==> config.mk <==
export PLATFORM = sky130hd
export DESIGN_NAME = silencer_top
export DESIGN_NICKNAME = d
export VERILOG_FILES = /design/src/hw/silencer_pkg.sv /design/src/hw/silencer_top.sv /design/src/hw/silencer_collect.sv /design/src/hw/silencer_lane.sv /design/src/hw/silencer_dispatch.sv
export SDC_FILE = /design/constraint.sdc
export NUM_CORES = 2
export LEC_CHECK = 0
export CORE_AREA = 10 10 774 585
export CTS_CLUSTER_SIZE = 24
export DETAILED_ROUTE_END_ITERATION = 8
export DIE_AREA = 0 0 784 595
export DONT_BUFFER_PORTS = 1
export GPL_TIMING_DRIVEN = 0
export PLACE_DENSITY = 0.4
export RECOVER_POWER = 50
export SLEW_MARGIN = 20
export SYNTH_ARGS = -nofsm -noshare
export SYNTH_HDL_FRONTEND = slang
export SYNTH_SLANG_ARGS = --single-unit
==> constraint.sdc <==
create_clock -name CLK -period 8.6 [get_ports CLK]
set_input_delay 1.72 -clock CLK [delete_from_list [all_inputs] [get_ports CLK]]
set_output_delay 1.72 -clock CLK [all_outputs]
set_load 0.1 [all_outputs]
==> src/hw/silencer_pkg.sv <==
// Shared sizes and types for the silencer and its testbench.
// NUM_TRANSDUCERS must be a multiple of NUM_LANES.
// All buffer depths must be powers of two, because FIFO pointers wrap naturally.

package silencer_pkg;

  localparam int NUM_TRANSDUCERS = 32;
  localparam int NUM_LANES = 4;
  localparam int PER_LANE = NUM_TRANSDUCERS / NUM_LANES;

  // Each depth is also the initial credit count of the link that feeds it.
  localparam int IN_FIFO_DEPTH = 4;
  localparam int LANE_FIFO_DEPTH = 4;
  localparam int RESULT_DEPTH = 4;
  localparam int OUT_CREDITS = 4;

  localparam int MAX_DEPTH_A = (IN_FIFO_DEPTH > LANE_FIFO_DEPTH) ?
                               IN_FIFO_DEPTH : LANE_FIFO_DEPTH;
  localparam int MAX_DEPTH_B = (RESULT_DEPTH > OUT_CREDITS) ? RESULT_DEPTH : OUT_CREDITS;
  localparam int MAX_DEPTH = (MAX_DEPTH_A > MAX_DEPTH_B) ? MAX_DEPTH_A : MAX_DEPTH_B;

  typedef logic [15:0] intensity_t;
  typedef logic [7:0] phase_t;          // Port phase, 256 per period.
  typedef logic [15:0] phase_fine_t;    // Internal phase, 65536 per period.
  typedef logic [15:0] step_t;

  typedef logic [$clog2(NUM_TRANSDUCERS)-1:0] index_t;
  typedef logic [$clog2(NUM_LANES)-1:0] lane_index_t;

  // Wide enough for any credit count or buffer fill level.
  typedef logic [$clog2(MAX_DEPTH + 1)-1:0] credit_t;

endpackage
==> src/hw/silencer_top.sv <==
// Silencer top level. Frames run in index order with no frame-start trigger.
// The source starts with IN_FIFO_DEPTH credits, the sink grants OUT_CREDITS.
// step_intensity and step_phase must stay stable while frames run.

module silencer_top (
  input  logic                      CLK,
  input  logic                      arst_n,
  input  logic                      in_valid,
  input  silencer_pkg::intensity_t  in_intensity,
  input  silencer_pkg::phase_t      in_phase,
  output logic                      in_credit,
  input  silencer_pkg::step_t       step_intensity,
  input  silencer_pkg::step_t       step_phase,
  output logic                      out_valid,
  output silencer_pkg::index_t      out_index,
  output silencer_pkg::intensity_t  out_intensity,
  output silencer_pkg::phase_t      out_phase,
  input  logic                      out_credit
);

  logic [silencer_pkg::NUM_LANES-1:0] disp_valid;
  logic [silencer_pkg::NUM_LANES-1:0] disp_credit;
  silencer_pkg::intensity_t           disp_intensity;
  silencer_pkg::phase_fine_t          disp_phase;
  logic [silencer_pkg::NUM_LANES-1:0] res_valid;
  logic [silencer_pkg::NUM_LANES-1:0] res_credit;
  silencer_pkg::intensity_t           res_intensity [silencer_pkg::NUM_LANES];
  silencer_pkg::phase_t               res_phase [silencer_pkg::NUM_LANES];

  silencer_dispatch u_dispatch (
    .CLK            (CLK),
    .arst_n         (arst_n),
    .in_valid       (in_valid),
    .in_intensity   (in_intensity),
    .in_phase       (in_phase),
    .lane_credit    (disp_credit),
    .in_credit      (in_credit),
    .lane_valid     (disp_valid),
    .lane_intensity (disp_intensity),
    .lane_phase     (disp_phase)
  );

  for (genvar i = 0; i < silencer_pkg::NUM_LANES; i++) begin : g_lane
    silencer_lane u_lane (
      .CLK            (CLK),
      .arst_n         (arst_n),
      .in_valid       (disp_valid[i]),
      .in_intensity   (disp_intensity),  // Shared bus, qualified per lane.
      .in_phase       (disp_phase),
      .step_intensity (step_intensity),
      .step_phase     (step_phase),
      .out_credit     (res_credit[i]),
      .in_credit      (disp_credit[i]),
      .out_valid      (res_valid[i]),
      .out_intensity  (res_intensity[i]),
      .out_phase      (res_phase[i])
    );
  end

  silencer_collect u_collect (
    .CLK            (CLK),
    .arst_n         (arst_n),
    .lane_valid     (res_valid),
    .lane_intensity (res_intensity),
    .lane_phase     (res_phase),
    .out_credit     (out_credit),
    .lane_credit    (res_credit),
    .out_valid      (out_valid),
    .out_index      (out_index),
    .out_intensity  (out_intensity),
    .out_phase      (out_phase)
  );

endmodule

==> src/hw/silencer_collect.sv <==
// Per-lane result buffers merged back into transducer order.
// Only the lane holding the next index is popped, so a late lane stalls all.
// out_index is the running index and wraps at NUM_TRANSDUCERS.

module silencer_collect (
  input  logic                               CLK,
  input  logic                               arst_n,
  input  logic [silencer_pkg::NUM_LANES-1:0] lane_valid,
  input  silencer_pkg::intensity_t           lane_intensity [silencer_pkg::NUM_LANES],
  input  silencer_pkg::phase_t               lane_phase [silencer_pkg::NUM_LANES],
  input  logic                               out_credit,
  output logic [silencer_pkg::NUM_LANES-1:0] lane_credit,
  output logic                               out_valid,
  output silencer_pkg::index_t               out_index,
  output silencer_pkg::intensity_t           out_intensity,
  output silencer_pkg::phase_t               out_phase
);

  typedef logic [$clog2(silencer_pkg::RESULT_DEPTH)-1:0] ptr_t;

  silencer_pkg::intensity_t
    res_intensity [silencer_pkg::NUM_LANES][silencer_pkg::RESULT_DEPTH];
  silencer_pkg::phase_t
    res_phase [silencer_pkg::NUM_LANES][silencer_pkg::RESULT_DEPTH];
  ptr_t                      wr_ptr [silencer_pkg::NUM_LANES];
  ptr_t                      rd_ptr [silencer_pkg::NUM_LANES];
  silencer_pkg::credit_t     fill [silencer_pkg::NUM_LANES];
  silencer_pkg::credit_t     sink_credits;
  silencer_pkg::index_t      idx;
  silencer_pkg::lane_index_t sel;
  logic                      pop;

  assign sel = silencer_pkg::lane_index_t'(idx % silencer_pkg::NUM_LANES);
  assign pop = (fill[sel] != '0) && (sink_credits != '0);

  always_comb begin
    for (int i = 0; i < silencer_pkg::NUM_LANES; i++) begin
      lane_credit[i] = pop && (sel == silencer_pkg::lane_index_t'(i));
    end
  end

  always_ff @(posedge CLK) begin
    for (int i = 0; i < silencer_pkg::NUM_LANES; i++) begin
      if (lane_valid[i]) begin
        res_intensity[i][wr_ptr[i]] <= lane_intensity[i];
        res_phase[i][wr_ptr[i]] <= lane_phase[i];
      end
    end
    if (pop) begin
      out_index <= idx;
      out_intensity <= res_intensity[sel][rd_ptr[sel]];
      out_phase <= res_phase[sel][rd_ptr[sel]];
    end
  end

  always_ff @(posedge CLK or negedge arst_n) begin
    if (!arst_n) begin
      for (int i = 0; i < silencer_pkg::NUM_LANES; i++) begin
        wr_ptr[i] <= '0;
        rd_ptr[i] <= '0;
        fill[i] <= '0;
      end
    end else begin
      for (int i = 0; i < silencer_pkg::NUM_LANES; i++) begin
        if (lane_valid[i]) begin
          wr_ptr[i] <= wr_ptr[i] + 1'b1;
        end
        if (lane_credit[i]) begin
          rd_ptr[i] <= rd_ptr[i] + 1'b1;
        end
        case ({lane_valid[i], lane_credit[i]})
          2'b10:   fill[i] <= fill[i] + 1'b1;
          2'b01:   fill[i] <= fill[i] - 1'b1;
          default: fill[i] <= fill[i];
        endcase
      end
    end
  end

  always_ff @(posedge CLK or negedge arst_n) begin
    if (!arst_n) begin
      idx <= '0;
      out_valid <= 1'b0;
      sink_credits <= silencer_pkg::credit_t'(silencer_pkg::OUT_CREDITS);
    end else begin
      out_valid <= pop;
      if (pop) begin
        if (idx == silencer_pkg::index_t'(silencer_pkg::NUM_TRANSDUCERS - 1)) begin
          idx <= '0;
        end else begin
          idx <= idx + 1'b1;
        end
      end
      case ({pop, out_credit})
        2'b10:   sink_credits <= sink_credits - 1'b1;
        2'b01:   sink_credits <= sink_credits + 1'b1;
        default: sink_credits <= sink_credits;
      endcase
    end
  end

endmodule

==> src/hw/silencer_lane.sv <==
// One silencer lane for PER_LANE transducers, which are visited in slot order.
// A pop reserves an output credit, so the pipeline never stalls.
// Output follows a pop by exactly three cycles.
// No forwarding: a slot must not recur within three pops (PER_LANE > 3).

module silencer_lane (
  input  logic                      CLK,
  input  logic                      arst_n,
  input  logic                      in_valid,
  input  silencer_pkg::intensity_t  in_intensity,
  input  silencer_pkg::phase_fine_t in_phase,
  input  silencer_pkg::step_t       step_intensity,
  input  silencer_pkg::step_t       step_phase,
  input  logic                      out_credit,
  output logic                      in_credit,
  output logic                      out_valid,
  output silencer_pkg::intensity_t  out_intensity,
  output silencer_pkg::phase_t      out_phase
);

  typedef logic [$clog2(silencer_pkg::LANE_FIFO_DEPTH)-1:0] ptr_t;
  typedef logic [$clog2(silencer_pkg::PER_LANE)-1:0] slot_t;

  silencer_pkg::intensity_t  fifo_intensity [silencer_pkg::LANE_FIFO_DEPTH];
  silencer_pkg::phase_fine_t fifo_phase [silencer_pkg::LANE_FIFO_DEPTH];
  ptr_t                      wr_ptr;
  ptr_t                      rd_ptr;
  silencer_pkg::credit_t     fill;
  silencer_pkg::credit_t     credits;
  slot_t                     slot;
  logic                      pop;

  silencer_pkg::intensity_t  cur_intensity [silencer_pkg::PER_LANE];
  silencer_pkg::phase_fine_t cur_phase [silencer_pkg::PER_LANE];

  logic                      s1_valid;
  slot_t                     s1_slot;
  logic signed [17:0]        s1_cur_int;
  logic signed [17:0]        s1_cur_ph;
  logic signed [17:0]        s1_d_int;
  logic signed [17:0]        s1_d_ph;

  logic                      s2_valid;
  slot_t                     s2_slot;
  logic signed [17:0]        s2_cur_int;
  logic signed [17:0]        s2_cur_ph;
  logic signed [17:0]        s2_d_int;
  logic signed [17:0]        s2_d_ph;

  logic signed [17:0]        lim_int;
  logic signed [17:0]        lim_ph;
  logic signed [17:0]        d_ph_short;
  logic signed [17:0]        sum_int;
  logic signed [17:0]        sum_ph;
  silencer_pkg::intensity_t  next_int;
  silencer_pkg::phase_fine_t next_ph;

  function automatic logic signed [17:0] clamp(input logic signed [17:0] d,
                                               input logic signed [17:0] lim);
    if (d > lim) begin
      return lim;
    end else if (d < -lim) begin
      return -lim;
    end
    return d;
  endfunction

  assign pop = (fill != '0) && (credits != '0);
  assign in_credit = pop;

  assign lim_int = $signed({2'b00, step_intensity});
  assign lim_ph = $signed({2'b00, step_phase});

  // Take the shorter way around the circle.
  always_comb begin
    if (s1_d_ph > 18'sd32768) begin
      d_ph_short = s1_d_ph - 18'sd65536;
    end else if (s1_d_ph < -18'sd32768) begin
      d_ph_short = s1_d_ph + 18'sd65536;
    end else begin
      d_ph_short = s1_d_ph;
    end
  end

  assign sum_int = s2_cur_int + s2_d_int;
  assign sum_ph = s2_cur_ph + s2_d_ph;
  assign next_int = silencer_pkg::intensity_t'(sum_int);
  assign next_ph = silencer_pkg::phase_fine_t'(sum_ph);  // Modulo one period.

  always_ff @(posedge CLK) begin
    if (in_valid) begin
      fifo_intensity[wr_ptr] <= in_intensity;
      fifo_phase[wr_ptr] <= in_phase;
    end
    s1_slot <= slot;
    s1_cur_int <= $signed({2'b00, cur_intensity[slot]});
    s1_cur_ph <= $signed({2'b00, cur_phase[slot]});
    s1_d_int <= $signed({2'b00, fifo_intensity[rd_ptr]} - {2'b00, cur_intensity[slot]});
    s1_d_ph <= $signed({2'b00, fifo_phase[rd_ptr]} - {2'b00, cur_phase[slot]});
    s2_slot <= s1_slot;
    s2_cur_int <= s1_cur_int;
    s2_cur_ph <= s1_cur_ph;
    s2_d_int <= clamp(s1_d_int, lim_int);
    s2_d_ph <= clamp(d_ph_short, lim_ph);
    if (s2_valid) begin
      out_intensity <= next_int;
      out_phase <= next_ph[15:8];
    end
  end

  always_ff @(posedge CLK or negedge arst_n) begin
    if (!arst_n) begin
      wr_ptr <= '0;
      rd_ptr <= '0;
      fill <= '0;
      slot <= '0;
      s1_valid <= 1'b0;
      s2_valid <= 1'b0;
      out_valid <= 1'b0;
    end else begin
      if (in_valid) begin
        wr_ptr <= wr_ptr + 1'b1;
      end
      if (pop) begin
        rd_ptr <= rd_ptr + 1'b1;
        if (slot == slot_t'(silencer_pkg::PER_LANE - 1)) begin
          slot <= '0;
        end else begin
          slot <= slot + 1'b1;
        end
      end
      case ({in_valid, pop})
        2'b10:   fill <= fill + 1'b1;
        2'b01:   fill <= fill - 1'b1;
        default: fill <= fill;
      endcase
      s1_valid <= pop;
      s2_valid <= s1_valid;
      out_valid <= s2_valid;
    end
  end

  // Transducer state, cleared to zero by reset.
  always_ff @(posedge CLK or negedge arst_n) begin
    if (!arst_n) begin
      for (int i = 0; i < silencer_pkg::PER_LANE; i++) begin
        cur_intensity[i] <= '0;
        cur_phase[i] <= '0;
      end
    end else if (s2_valid) begin
      cur_intensity[s2_slot] <= next_int;
      cur_phase[s2_slot] <= next_ph;
    end
  end

  // Output credits toward the collector buffer.
  always_ff @(posedge CLK or negedge arst_n) begin
    if (!arst_n) begin
      credits <= silencer_pkg::credit_t'(silencer_pkg::RESULT_DEPTH);
    end else begin
      case ({pop, out_credit})
        2'b10:   credits <= credits - 1'b1;
        2'b01:   credits <= credits + 1'b1;
        default: credits <= credits;
      endcase
    end
  end

endmodule

==> src/hw/silencer_dispatch.sv <==
// Input buffer and lane router.
// The source must hold a credit for every in_valid. An overrun is not detected.
// Sample n goes to lane n modulo NUM_LANES, one sample per cycle at most.
// in_credit is combinational from state and pulses as the head sample leaves.

module silencer_dispatch (
  input  logic                               CLK,
  input  logic                               arst_n,
  input  logic                               in_valid,
  input  silencer_pkg::intensity_t           in_intensity,
  input  silencer_pkg::phase_t               in_phase,
  input  logic [silencer_pkg::NUM_LANES-1:0] lane_credit,
  output logic                               in_credit,
  output logic [silencer_pkg::NUM_LANES-1:0] lane_valid,
  output silencer_pkg::intensity_t           lane_intensity,
  output silencer_pkg::phase_fine_t          lane_phase
);

  typedef logic [$clog2(silencer_pkg::IN_FIFO_DEPTH)-1:0] ptr_t;

  silencer_pkg::intensity_t  buf_intensity [silencer_pkg::IN_FIFO_DEPTH];
  silencer_pkg::phase_t      buf_phase [silencer_pkg::IN_FIFO_DEPTH];
  ptr_t                      wr_ptr;
  ptr_t                      rd_ptr;
  silencer_pkg::credit_t     fill;
  silencer_pkg::credit_t     credits [silencer_pkg::NUM_LANES];
  silencer_pkg::index_t      idx;
  silencer_pkg::lane_index_t sel;
  logic                      pop;

  assign sel = silencer_pkg::lane_index_t'(idx % silencer_pkg::NUM_LANES);
  assign pop = (fill != '0) && (credits[sel] != '0);  // Head waits for its own lane.
  assign in_credit = pop;

  always_ff @(posedge CLK) begin
    if (in_valid) begin
      buf_intensity[wr_ptr] <= in_intensity;
      buf_phase[wr_ptr] <= in_phase;
    end
    if (pop) begin
      lane_intensity <= buf_intensity[rd_ptr];
      lane_phase <= {buf_phase[rd_ptr], 8'h00};  // Widen to fine phase.
    end
  end

  always_ff @(posedge CLK or negedge arst_n) begin
    if (!arst_n) begin
      wr_ptr <= '0;
      rd_ptr <= '0;
      fill <= '0;
      idx <= '0;
      lane_valid <= '0;
    end else begin
      lane_valid <= '0;
      if (in_valid) begin
        wr_ptr <= wr_ptr + 1'b1;
      end
      if (pop) begin
        rd_ptr <= rd_ptr + 1'b1;
        lane_valid[sel] <= 1'b1;
        if (idx == silencer_pkg::index_t'(silencer_pkg::NUM_TRANSDUCERS - 1)) begin
          idx <= '0;
        end else begin
          idx <= idx + 1'b1;
        end
      end
      case ({in_valid, pop})
        2'b10:   fill <= fill + 1'b1;
        2'b01:   fill <= fill - 1'b1;
        default: fill <= fill;
      endcase
    end
  end

  // One credit counter per lane FIFO.
  always_ff @(posedge CLK or negedge arst_n) begin
    if (!arst_n) begin
      for (int i = 0; i < silencer_pkg::NUM_LANES; i++) begin
        credits[i] <= silencer_pkg::credit_t'(silencer_pkg::LANE_FIFO_DEPTH);
      end
    end else begin
      for (int i = 0; i < silencer_pkg::NUM_LANES; i++) begin
        case ({pop && (sel == silencer_pkg::lane_index_t'(i)), lane_credit[i]})
          2'b10:   credits[i] <= credits[i] - 1'b1;
          2'b01:   credits[i] <= credits[i] + 1'b1;
          default: credits[i] <= credits[i];
        endcase
      end
    end
  end

endmodule

==> impl_metrics.yaml <==
critical_path:
  critPathMaxFanout: 10
  cp_slowest_cell: "nor2_1"
  crit_type: "input pin to flip-flop"
  worst_path_largest_cell_delay_ps: 750
  start_kind: "input pin"
  path_common_cell: "or3_1"
  crit_path_end_kind: "flip-flop"
  crit_arrival_ps: 9000
  crit_required_ps: 9280
  crit_chain: "buf_2 -> or3_1 -> nor3_1 -> nand2_1 -> or3_1 -> clkbuf_1 -> or3_1 -> clkbuf_1 -> nor2_1 -> nand2b_1 -> ha_1 -> and4_1 -> and2_1 -> nand2_1 -> o41a_1 -> o211ai_1 -> mux2i_1 -> buf_2 -> mux2_1 -> o22a_1"
placed_design:
  dpl_cell_area_um2: 126600
  dp_cells: 14990
  dp_hpwl_um: 307700
  gp_congestion: 0.9115
  dp_slack_ps: -418.9
  port_buffers: 0
job:
  maxCapViolations: 14
clock_network:
  tritoncts: "built"
  clock-sinks: 2706
  post_cts_buffers: 0
  clkTransAtPathRegs_ps: 70
  cts_hold_buf: 0
  cts_buffer_depth: 4
  cts-root-buf: "clkbuf_16"
  clock_latency_ps: 910
  htreeDepth: 5
  cts_resized: 0
  numCtsBuffers: 298
layout:
  fin_nets: 10070
  drive_gt1_share_pct: 13.19
  final_util_pct: 31.01
  finalNonFillerCells: 15560
  final_cell_area_um2: 135900
  syn2layout_area_growth_pct: 15.51
route:
  routed_wl_um: 413800
  drt_iter0_drc: 6805
  antenna_left: 0
  drc_errors: 0
  vias_per_cell: 4.901
  vias: 76280
  routedWlPerCell_um: 26.59
  dr.pass1.iters: 6
synth:
  synth_common_cells: "nand2_1, o21ai_0, dfrtp_1"
  ys_async_sr_fraction_pct: 42.61
  syn_area_um2: 117600
  yosysTopAreaCell: "edfxtp_1"
  avgSynthCellArea_um2: 12.98
  synth_top_family_by_area: "multiplexers"
  synth-edff-count: 1013
  yosys_warnings: 0
  synth.most_common_cell: "nand2_1"
  syn_nets: 9694
  ys_ff_latch: 2706
  seq_area_frac_synth_pct: 59.58
  synthMuxAreaShare_pct: 12.49
  synthTopCellsByArea: "edfxtp_1, dfrtp_1, mux4_2"
  syn-instance-count: 9062
  synth_xor_area_share_pct: 2.661
  yosysUniqueCellTypes: 93
  synthSimpleGateAreaFrac_pct: 7.285
  synth_flop_cell: "dfrtp_1"
  synth_fa_ha_area_share_pct: 6.302
  synth_top_area_share_pct: 25.86
  synth_compound_area_share_pct: 8.893
sta:
  max_freq_mhz: 120.1
  worst_slew_pin_slew_ps: 3451
  hold_viol: 0
  whs_ps: 285.0
  post-route-period-util_pct: 96.82
  rsz0062_at_grt: "no"
  slew_viol_final: 428
  fin_ws_ps: 273.7
  setup_viol: 0
  finalCriticalPeriod_ps: 8326
  skew_ps: 65.05
  max_slew_margin_pct: -130.1
power_and_ir_drop:
  p_seq_share_pct: 49.0
  p_int_mw: 21.33
  power_frac_comb_pct: 3.5
  power.share.clock_pct: 47.4
  p_leak_nw: 53.76
  switching_share_pct: 22.63
  power_density_nw_per_um2: 202.8
  net-switching-power_mw: 6.237
  ir_drop_v: 0.0001278
global_route:
  grt_pass1_vias: 76470
  grt_antenna_before_repair: 88
  grt_max_degree: 237
  grt_overflow: 0
  grt_usage_pct: 17.26
  grt_pass1_wl_um: 584700
status:
  violations: "max-capacitance violations, max-slew violations"
  status: "finished, violations left"
die:
  start_util_pct: 26.84
  num_rows: 211
  die_h_um: 595
  num_io_pins: 91
  coreArea_um2: 438200
  die_area_um2: 466500
  die_w_um: 784
worst_hold_path:
  min_path_type: "flip-flop to flip-flop"
## metal layers
metal / wire (um) / track usage, % / share of wire (%)
met5: 82 / 0 / 0.020
met2: 171900 / 24.72 / 42
met3: 27630 / 3.354 / 6.7
met4: 10270 / 4.189 / 2.5
met1: 203900 / 26.47 / 49
## power by group through the flow
stage / logic (mW) / registers [mW] / clock network [mW]
2_1_floorplan: 0.458 / 13.7 / 0
3_3_place_gp: 0.821 / 13.8 / 0
3_5_place_dp: 0.972 / 13.8 / 0
4_1_cts: 0.977 / 13.5 / 13.4
5_1_grt: 1.06 / 13.5 / 14.0
6_report: 0.973 / 13.5 / 13.1
## cells in the final DEF, fill, tap and decap left out, types with 49 or more instances in the layout
cell,instances
a21o_1,77
a21oi_1,208
clkbuf_1,415
clkbuf_16,304
clkbuf_8,50
dfrtp_1,1144
dfxtp_1,540
edfxtp_1,1013
ha_1,542
inv_1,431
mux2_2,117
mux2i_1,145
mux4_2,498
nand2_1,1210
nand3_1,89
nor2_1,187
nor2b_1,56
nor3_1,91
o21a_1,49
o21ai_0,1147
xnor2_1,184
xor2_1,138
## cell type report
class	count	area, um^2
Fill cell	43810	302400
Sequential cell	2706	70090
Multi-Input combinational cell	5510	44540
Clock buffer	414	8521
Tap cell	5857	7328
Buffer	414	1693
Inverter	432	1622
Clock inverter	124	1336
Timing Repair Buffer	77	673.1
Antenna cell	30	75.07
## cells by family (layout without fill, tap and decap cells)
group | Yosys count | after routing
AO/OA/AOI/OAI | 1819 | 1819
XOR/XNOR | 349 | 349
adder cells (fa/ha/maj) | 575 | 575
buffers and inverters | 846 | 1461
flip-flops | 2706 | 2706
multiplexers | 821 | 821
other | 0 | 30
AND/OR/NAND/NOR | 1946 | 1946
## final timing paths
path	from	to	slack, ps	cells after the start
hold / removal	g_lane[1].u_lane.s1_cur_ph[10]	g_lane[1].u_lane.s2_cur_ph[10]	290	0
max in group asynchronous	arst_n	g_lane[3].u_lane.cur_intensity[125]	3780	6
setup / recovery	step_phase[2]	g_lane[3].u_lane.s2_d_ph[10]	270	20
setup reg to reg	g_lane[1].u_lane.slot[1]	g_lane[1].u_lane.s1_d_int[16]	1400	15
hold reg to reg	g_lane[1].u_lane.s1_cur_ph[10]	g_lane[1].u_lane.s2_cur_ph[10]	290	0
min in group asynchronous	arst_n	g_lane[1].u_lane.cur_intensity[123]	830	1
## sequential cells by signal, summed over array words and instances, names as in the netlist, 16 cells and up
| name | flops |
|---|---|
| g_lane.u_lane.cur_intensity | 512 |
| g_lane.u_lane.cur_phase | 512 |
| g_lane.u_lane.fifo_intensity | 256 |
| u_collect.res_intensity | 256 |
| g_lane.u_lane.fifo_phase | 128 |
| u_collect.res_phase | 128 |
| g_lane.u_lane.s1_d_int | 68 |
| g_lane.u_lane.s1_d_ph | 68 |
| g_lane.u_lane.out_intensity | 64 |
| g_lane.u_lane.s1_cur_int | 64 |
| g_lane.u_lane.s2_cur_int | 64 |
| g_lane.u_lane.s2_cur_ph | 64 |
| g_lane.u_lane.s2_d_int | 64 |
| g_lane.u_lane.s2_d_ph | 64 |
| u_dispatch.buf_intensity | 64 |
| g_lane.u_lane.s1_cur_ph | 60 |
| g_lane.u_lane.out_phase | 32 |
| u_dispatch.buf_phase | 32 |
| u_collect.out_intensity | 16 |
| u_dispatch.lane_intensity | 16 |
## critical path: cells and delay by family
family | cells | cell delay [ps]
compound gates | 3 | 1050
fa+ha+maj | 1 | 200
mux | 2 | 790
simple gates | 10 | 3960
buf+inv | 4 | 1250
## metrics by stage
stage / TNS [ps] / power (mW)
floorplan: 0 / 14.20
global placement: -3777 / 14.59
detailed placement: -4122 / 14.75
CTS: 0 / 27.93
global route: 0 / 28.54
finish: 0 / 27.56
No activity file was read; power rests on OpenSTA's default activity.
